==> src/hisPkg.sv <==
package hisPkg;

    // histogram geometry
    localparam int NB    = 64;                 // number of bins
    localparam int BIN_W = 6;                  // bits of a bin address

    typedef logic [BIN_W-1:0] binT;

    // raw time-to-digital stamp, upper bits select the coarse region
    localparam int STAMP_W = 10;

    typedef logic [STAMP_W-1:0] stampT;

    // per-bin event count
    localparam int COUNT_W = 16;

    typedef logic [COUNT_W-1:0] countT;

    localparam countT COUNT_MAX = '1;          // saturation level

    // acquisition phases
    typedef enum logic [1:0] {
        IDLE,       // waiting for start
        ACQUIRE,    // window open, hits are binned
        DRAIN,      // last decoded hit lands in memory
        READOUT     // bins are streamed out
    } acqStateT;

endpackage

==> src/binDecoder.sv <==
`timescale 1ns/1ns

module binDecoder #(
    parameter logic [3:0] FINE_BASE = 4'd5
) (
    input  logic          clk,
    input  logic          res,
    input  logic          hit,
    input  hisPkg::stampT stamp,
    input  logic          acquiring,
    input  logic          fineMode,
    output logic          incStrobe,
    output hisPkg::binT   incBin
);
    import hisPkg::*;

    localparam int REGION_W = STAMP_W - BIN_W;

    binT                 coarseBin;
    binT                 fineBin;
    binT                 selBin;
    logic [REGION_W-1:0] region;
    logic                inRange;

    assign coarseBin = stamp[STAMP_W-1 -: BIN_W];   // upper six bits
    assign fineBin   = stamp[BIN_W-1:0];            // lower six bits
    assign region    = stamp[STAMP_W-1 -: REGION_W];

    // fine mode only keeps stamps from the zoomed coarse region
    assign inRange = !fineMode || (region == FINE_BASE);
    assign selBin  = fineMode ? fineBin : coarseBin;

    always_ff @(posedge clk or negedge res) begin
        if (!res) begin
            incStrobe <= 1'b0;
        end else begin
            incStrobe <= hit && acquiring && inRange;
        end
    end

    // bin address follows the stamp every cycle
    always_ff @(posedge clk) begin
        incBin <= selBin;
    end

    // an increment only ever stems from a hit inside the window
    property pStrobeInWindow;
        @(posedge clk) disable iff (!res)
        incStrobe |-> $past(acquiring);
    endproperty

    aStrobeInWindow: assert property (pStrobeInWindow)
        else $error("incStrobe without acquiring at the sampling edge");

endmodule

==> src/acqController.sv <==
`timescale 1ns/1ns

module acqController #(
    parameter int ACQ_LEN = 200
) (
    input  logic clk,
    input  logic res,
    input  logic start,
    input  logic fine,
    input  logic readDone,
    output logic acquiring,
    output logic fineMode,
    output logic newFrame,
    output logic readStart
);
    import hisPkg::*;

    // window counter wide enough for ACQ_LEN-1
    localparam int CNT_W = (ACQ_LEN > 1) ? $clog2(ACQ_LEN) : 1;

    acqStateT         state;
    logic [CNT_W-1:0] winCnt;
    logic             winEnd;

    assign winEnd    = (winCnt == CNT_W'(ACQ_LEN - 1));
    assign acquiring = (state == ACQUIRE);

    always_ff @(posedge clk or negedge res) begin
        if (!res) begin
            state     <= IDLE;
            winCnt    <= '0;
            fineMode  <= 1'b0;
            newFrame  <= 1'b0;
            readStart <= 1'b0;
        end else begin
            newFrame  <= 1'b0;                  // single-cycle pulses
            readStart <= 1'b0;
            case (state)
                IDLE: begin
                    if (start) begin
                        state    <= ACQUIRE;
                        winCnt   <= '0;
                        fineMode <= fine;       // mode held for the whole frame
                        newFrame <= 1'b1;       // clears touched bits at next edge
                    end
                end
                ACQUIRE: begin
                    if (winEnd) begin
                        state     <= DRAIN;
                        readStart <= 1'b1;      // seen by readout as drain ends
                    end else begin
                        winCnt <= winCnt + 1'b1;
                    end
                end
                DRAIN: begin
                    state <= READOUT;
                end
                READOUT: begin
                    if (readDone) begin
                        state <= IDLE;          // start ignored until here
                    end
                end
                default: begin
                    state <= IDLE;
                end
            endcase
        end
    end

    property pReadStartInDrain;
        @(posedge clk) disable iff (!res)
        readStart |-> (state == DRAIN);
    endproperty

    aReadStartInDrain: assert property (pReadStartInDrain)
        else $error("readStart outside the drain cycle");

endmodule

==> src/hisBuilderReg.sv <==
`timescale 1ns/1ns

module hisBuilderReg (
    input  logic          clk,
    input  logic          res,
    input  logic          newFrame,
    input  logic          incStrobe,
    input  hisPkg::binT   incBin,
    input  hisPkg::binT   rdBin,
    output hisPkg::countT rdCount
);
    import hisPkg::*;

    countT         binMem [NB];     // count storage
    logic [NB-1:0] touched;         // bin written during this frame
    countT         curCount;
    countT         nextCount;

    // an untouched bin holds stale data from an older frame, treat it as 0
    assign curCount  = touched[incBin] ? binMem[incBin] : '0;
    assign nextCount = (curCount == COUNT_MAX) ? curCount : curCount + 1'b1;

    assign rdCount = touched[rdBin] ? binMem[rdBin] : '0;

    // read-modify-write completes in one cycle, so back-to-back hits stack
    always_ff @(posedge clk) begin
        if (incStrobe) begin
            binMem[incBin] <= nextCount;
        end
    end

    // lazy clear: whole frame is wiped by dropping the touched bits
    always_ff @(posedge clk or negedge res) begin
        if (!res) begin
            touched <= '0;
        end else if (newFrame) begin
            touched <= '0;
        end else if (incStrobe) begin
            touched[incBin] <= 1'b1;
        end
    end

    // controller timing keeps the clear ahead of the first decoded hit
    property pClearNotWithInc;
        @(posedge clk) disable iff (!res)
        !(newFrame && incStrobe);
    endproperty

    aClearNotWithInc: assert property (pClearNotWithInc)
        else $error("newFrame collides with an increment");

endmodule

==> src/hisReadout.sv <==
`timescale 1ns/1ns

module hisReadout (
    input  logic          clk,
    input  logic          res,
    input  logic          readStart,
    input  hisPkg::countT rdCount,
    output hisPkg::binT   rdBin,
    output hisPkg::binT   binOut,
    output hisPkg::countT countOut,
    output logic          binValid,
    output logic          peakValid,
    output logic          readDone,
    output hisPkg::binT   peakBin,
    output hisPkg::countT peakCount
);
    import hisPkg::*;

    logic scanning;
    binT  scanBin;
    logic lastBin;

    assign rdBin    = scanBin;                  // memory answers in the same cycle
    assign lastBin  = (scanBin == binT'(NB - 1));
    assign readDone = peakValid;                // controller leaves readout with the peak

    always_ff @(posedge clk or negedge res) begin
        if (!res) begin
            scanning  <= 1'b0;
            scanBin   <= '0;
            binValid  <= 1'b0;
            peakValid <= 1'b0;
        end else begin
            binValid  <= scanning;
            peakValid <= binValid && (binOut == binT'(NB - 1));
            if (readStart && !scanning) begin
                scanning <= 1'b1;
                scanBin  <= '0;
            end else if (scanning) begin
                scanBin <= scanBin + 1'b1;      // wraps back to 0 after the last bin
                if (lastBin) begin
                    scanning <= 1'b0;
                end
            end
        end
    end

    // output stage and running maximum
    always_ff @(posedge clk) begin
        if (scanning) begin
            binOut   <= scanBin;
            countOut <= rdCount;
            // strictly greater, so the lower bin keeps a tie
            if (scanBin == '0 || rdCount > peakCount) begin
                peakBin   <= scanBin;
                peakCount <= rdCount;
            end
        end
    end

    // streamed bins form one unbroken ascending run
    property pBinStep;
        @(posedge clk) disable iff (!res)
        (binValid && $past(binValid)) |-> (binOut == binT'($past(binOut) + 1'b1));
    endproperty

    aBinStep: assert property (pBinStep)
        else $error("binOut did not step by one");

endmodule

==> src/hisBuilderTop.sv <==
`timescale 1ns/1ns

module hisBuilderTop #(
    parameter int         ACQ_LEN   = 200,
    parameter logic [3:0] FINE_BASE = 4'd5
) (
    input  logic          clk,
    input  logic          res,
    input  logic          start,
    input  logic          fine,
    input  logic          hit,
    input  hisPkg::stampT stamp,
    output logic          acquiring,
    output logic          binValid,
    output hisPkg::binT   binOut,
    output hisPkg::countT countOut,
    output logic          peakValid,
    output hisPkg::binT   peakBin,
    output hisPkg::countT peakCount
);
    import hisPkg::*;

    logic  fineMode;
    logic  newFrame;
    logic  readStart;
    logic  readDone;
    logic  incStrobe;
    binT   incBin;
    binT   rdBin;
    countT rdCount;

    // window and phase sequencing
    acqController #(
        .ACQ_LEN   (ACQ_LEN)
    ) acqController_i (
        .clk       (clk),
        .res       (res),
        .start     (start),
        .fine      (fine),
        .readDone  (readDone),
        .acquiring (acquiring),
        .fineMode  (fineMode),
        .newFrame  (newFrame),
        .readStart (readStart)
    );

    binDecoder #(
        .FINE_BASE (FINE_BASE)
    ) binDecoder_i (
        .clk       (clk),
        .res       (res),
        .hit       (hit),
        .stamp     (stamp),
        .acquiring (acquiring),
        .fineMode  (fineMode),
        .incStrobe (incStrobe),
        .incBin    (incBin)
    );

    // bin memory, written by the decoder and read by the readout
    hisBuilderReg hisBuilderReg_i (
        .clk       (clk),
        .res       (res),
        .newFrame  (newFrame),
        .incStrobe (incStrobe),
        .incBin    (incBin),
        .rdBin     (rdBin),
        .rdCount   (rdCount)
    );

    hisReadout hisReadout_i (
        .clk       (clk),
        .res       (res),
        .readStart (readStart),
        .rdCount   (rdCount),
        .rdBin     (rdBin),
        .binOut    (binOut),
        .countOut  (countOut),
        .binValid  (binValid),
        .peakValid (peakValid),
        .readDone  (readDone),
        .peakBin   (peakBin),
        .peakCount (peakCount)
    );

endmodule

==> config.mk <==
export PLATFORM = sky130hd
export DESIGN_NAME = hisBuilderTop
export DESIGN_NICKNAME = d
export VERILOG_FILES = /design/src/hisPkg.sv /design/src/binDecoder.sv /design/src/acqController.sv /design/src/hisBuilderReg.sv /design/src/hisReadout.sv /design/src/hisBuilderTop.sv
export SDC_FILE = /design/constraint.sdc
export NUM_CORES = 2
export LEC_CHECK = 0
export BUFFER_PORTS_ARGS = -buffer_cell sky130_fd_sc_hd__buf_4
export CAP_MARGIN = 20
export CORE_MARGIN = 4
export CORE_UTILIZATION = 50
export CTS_BUF_LIST = sky130_fd_sc_hd__clkbuf_8
export DETAILED_ROUTE_END_ITERATION = 6
export PLACE_DENSITY = 0.76
export RECOVER_POWER = 50
export SETUP_SLACK_MARGIN = 0.4
export SLEW_MARGIN = 20
export SYNTH_ARGS = -nofsm -noshare
export SYNTH_HDL_FRONTEND = slang
export SYNTH_HIERARCHICAL = 1
export SYNTH_SLANG_ARGS = --single-unit
==> constraint.sdc <==
create_clock -name clk -period 8.4 [get_ports clk]
set_clock_uncertainty 0.15 [all_clocks]
set_input_delay 1.68 -clock clk [delete_from_list [all_inputs] [get_ports clk]]
set_output_delay 1.68 -clock clk [all_outputs]
set_load 0.02 [all_outputs]
==> summary.md <==
| Metric | Value |
|---|---|
| Ranking of synthesized cells by area | `edfxtp_1 58%, mux4_2 17%, dfrtp_1 4.0%` |
| Most frequent cell after synthesis | `edfxtp_1` |
| Crit end category | `flop` |
| Post-route ant nets | `0` |
| Routed WL | `185400 µm` |
| Congestion Overflow GR | `0` |
| Vias/cell | `7.292` |
| Failing checks | `max-capacitance violations, max-slew violations` |
| Global-route wire length before repair | `259400 µm` |
| Hold Crit Class | `flop to flop` |
| Avg WL per Cell | `around 38 µm` |
| Post-Synthesis Cell Area | `55110 µm²` |
| Commonest cells in the netlist | `1068 x edfxtp_1, 426 x mux4_2, 232 x nor2_1` |
| GR Util All Layers | `31.68%` |
| Fin. Hold Viols | `0` |
| RSZ-0062 raised after global routing | `no` |
| Critical Path RT | `8.88 ns` |
| Outcome | `finished, violations left` |
| Critical path arrival | `7.75 ns` |
| Setup Viol. Count Final | `0` |
| Clock slew seen by the registers of the worst setup and hold paths | `0.06 ns` |
| Cell taking the most area after synthesis | `edfxtp_1` |
| # IOs | `62` |
| Max Buffers Root-to-Sink | `3` |
| Syn Nets | `3187` |
| Postcts setup bufs | `0` |
| Initial Util | `50.48%` |
| WHS | `0.3711 ns` |
| PD cells | `roughly 200 nW/µm²` |
| Fin nets | `3328` |
| Placed cells | `between 4000 and 5000` |
| Cts bufs inserted | `181` |
| Hpwl dp | `around 120000 µm` |
| Antenna violations before repair | `18` |
| Port bufs | `61` |
| Largest net degree at the start of global routing | `79` |
| Clock Latency Late Sink | `0.87 ns` |
| Layout cells sized above 1 | `a little over a quarter` |
| Area of the die | `115600 µm²` |
| Tcrit/Tclk final | `86.59%` |
| Slew margin rel. | `-168.8%` |
| Worst Path Max Fanout | `38` |
| Core footprint | `109200 µm²` |
| Static Leak | `between 0.015 and 0.02 µW` |
| FF+latch count, synth | `between 1000 and 1500` |
| Cts repair resizes | `0` |
| Synth Area per Inst | `17.51 µm²` |
| Type of the worst setup path | `flop to flop` |
| Die Width | `340.0 µm` |
| Slack of the worst reg-to-reg path | `1.13 ns` |
| Max Clock Freq | `approximately 0.14 GHz` |
| Actual slew at the worst max-slew pin | `4.032 ns` |
| RD Place Congestion | `slightly below 1` |
| H-tree Lvls | `4` |
| FFs w/ async S/R, synth | `7.494%` |
| Vias in the first global route | `between 30000 and 40000` |
| EDFF count, synth | `between 1000 and 1500` |
| CTS tree | `yes` |
| Crit path launch type | `flop` |
| Row Count | `121` |
| 1st-iter DRT viols | `6049` |
| TritonRoute pass-1 iters | `7` |
| Pre-CTS WS | `between 1.5 and 2 ns` |
| Root buffer cell | `clkbuf_8` |
| Sequential area share after synthesis | `between 60% and 70%` |
| Cell variety after synth | `106` |
| Die Height | `about 340 µm` |
| Setup ws final | `1.127 ns` |
| Finished Layout Cells | `4905` |
| Setup TNS | `0 ns` |
| DRC violations left | `0` |
| Main synth FF type | `edfxtp_1` |
| Vias post-DR | `35770` |
| Syn Inst Count | `3147` |
| Min Clock Period, post-route | `a little over 7 ns` |
| Area added between synthesis and finish | `9.489%` |
| Hold-fix buffers, CTS | `0` |
| Clock Sinks | `1161` |
| Synth warn | `6` |
| Worst vdd ir | `0.1423 mV` |
| Final max-slew violation count | `around 1300` |
| Max Cap Viol | `64` |
| FILL cells | `8266` |
| Post-synth top area share | `58.20%` |
[metal layers]
layer | global-route usage, % | vias to the layer above | share of wire, %
met5 | 0 | - | 0.039
li1 | - | 13570 | -
met1 | 39.56 | 17960 | 32
met2 | 45.41 | 3425 | 43
met3 | 14.09 | 803 | 17
met4 | 19.64 | 12 | 7.7
[critical path, stage by stage, from the launching register on]
cell      delay [ns]
dfxtp_4         0.80
clkinv_1        0.50
clkbuf_1        1.10
a221o_1         0.65
a21oi_1         0.40
o221ai_1        0.42
nor4_2          0.50
a21oi_1         0.18
and3b_1         0.43
a211oi_2        0.46
xor2_4          0.90
buf_4           0.46
[where the power goes]
part | leakage, µW | internal [µW] | total, µW | switching [µW]
sequential | 0.0110 | 6510 | 6580 | 65.0
combinational | 0.00662 | 274 | 974 | 700
clock | 0.00189 | 2220 | 4410 | 2190
total | 0.0195 | 9000 | 12000 | 2960
[cell families (layout without fill, tap and decap cells)]
logic type	Yosys count	in the layout	synth area share, %
adder cells (fa/ha/maj)	25	25	0.5676
multiplexers	657	657	21.90
buffers and inverters	281	555	3.070
AND/OR/NAND/NOR	479	479	4.373
other	0	8	0
XOR/XNOR	11	11	0.1748
AO/OA/AOI/OAI	533	533	7.545
flip-flops	1161	1161	62.37
[metrics by stage]
step	total power [µW]	util, %	cell area, µm²
floorplan	7242	-	55110
global placement	7608	52.79	57620
detailed placement	7631	52.79	57620
CTS	11960	55.80	60910
global route	12290	55.26	60320
finish	11960	55.27	60340
[final cells by class]
| class | count | area (µm²) | area share (%) |
|---|---|---|---|
| timing repair buffer | 207 | 1341 | 2.223 |
| antenna | 8 | 20.02 | 0.03318 |
| sequential | 1161 | 34380 | 56.99 |
| multi-input combinational | 1705 | 19330 | 32.05 |
| tap | 1476 | 1847 | 3.061 |
| clock buffer | 195 | 2684 | 4.448 |
| clock inverter | 121 | 601.8 | 0.9975 |
| inverter | 32 | 122.6 | 0.2032 |
[layout by cell type (no fill, tap or decap), types with 12 or more instances in the layout]
| cell type | count |
|---|---|
| edfxtp_1 | 1068 |
| mux4_2 | 426 |
| clkbuf_8 | 195 |
| nor2_1 | 193 |
| mux2i_1 | 151 |
| a221oi_1 | 108 |
| clkbuf_1 | 102 |
| buf_4 | 92 |
| inv_1 | 86 |
| dfrtp_1 | 85 |
| nand2_1 | 75 |
| o22ai_1 | 69 |
| a21oi_1 | 61 |
| a22oi_1 | 60 |
| mux2_2 | 50 |
| clkinv_1 | 38 |
| o21ai_0 | 33 |
| nor2_2 | 30 |
| a221o_1 | 29 |
| o22a_1 | 27 |
| nand3_1 | 26 |
| mux2_1 | 25 |
| ha_1 | 25 |
| nor2b_1 | 23 |
| a31oi_1 | 20 |
| a22o_1 | 18 |
| o21a_1 | 18 |
| nor3_1 | 15 |
| clkinv_2 | 12 |
| buf_12 | 12 |
[state kept, by name, summed over array words and instances, names as in the netlist, 2 cells and up]
signal / cells
hisReadout_i/peakBin: 6
hisBuilderReg_i/touched: 64
acqController_i/state: 2
hisReadout_i/countOut: 16
acqController_i/winCnt: 8
hisReadout_i/binOut: 6
binDecoder_i/incBin: 6
hisReadout_i/rdBin: 6
hisBuilderReg_i/binMem: 1024
hisReadout_i/peakCount: 16
[worst paths after layout]
path                       depth (start not counted)                            end                       start
setup reg to reg                                  11  hisBuilderReg_i/binMem[57][8]      binDecoder_i/incBin[1]
hold / removal                                     2     hisBuilderReg_i/touched[6]  hisBuilderReg_i/touched[6]
setup / recovery                                  11  hisBuilderReg_i/binMem[57][8]      binDecoder_i/incBin[1]
hold reg to reg                                    2     hisBuilderReg_i/touched[6]  hisBuilderReg_i/touched[6]
max in group asynchronous                          2       acqController_i/newFrame                         res
min in group asynchronous                          1      acqController_i/winCnt[4]                         res
No activity file was read; power rests on OpenSTA's default activity.
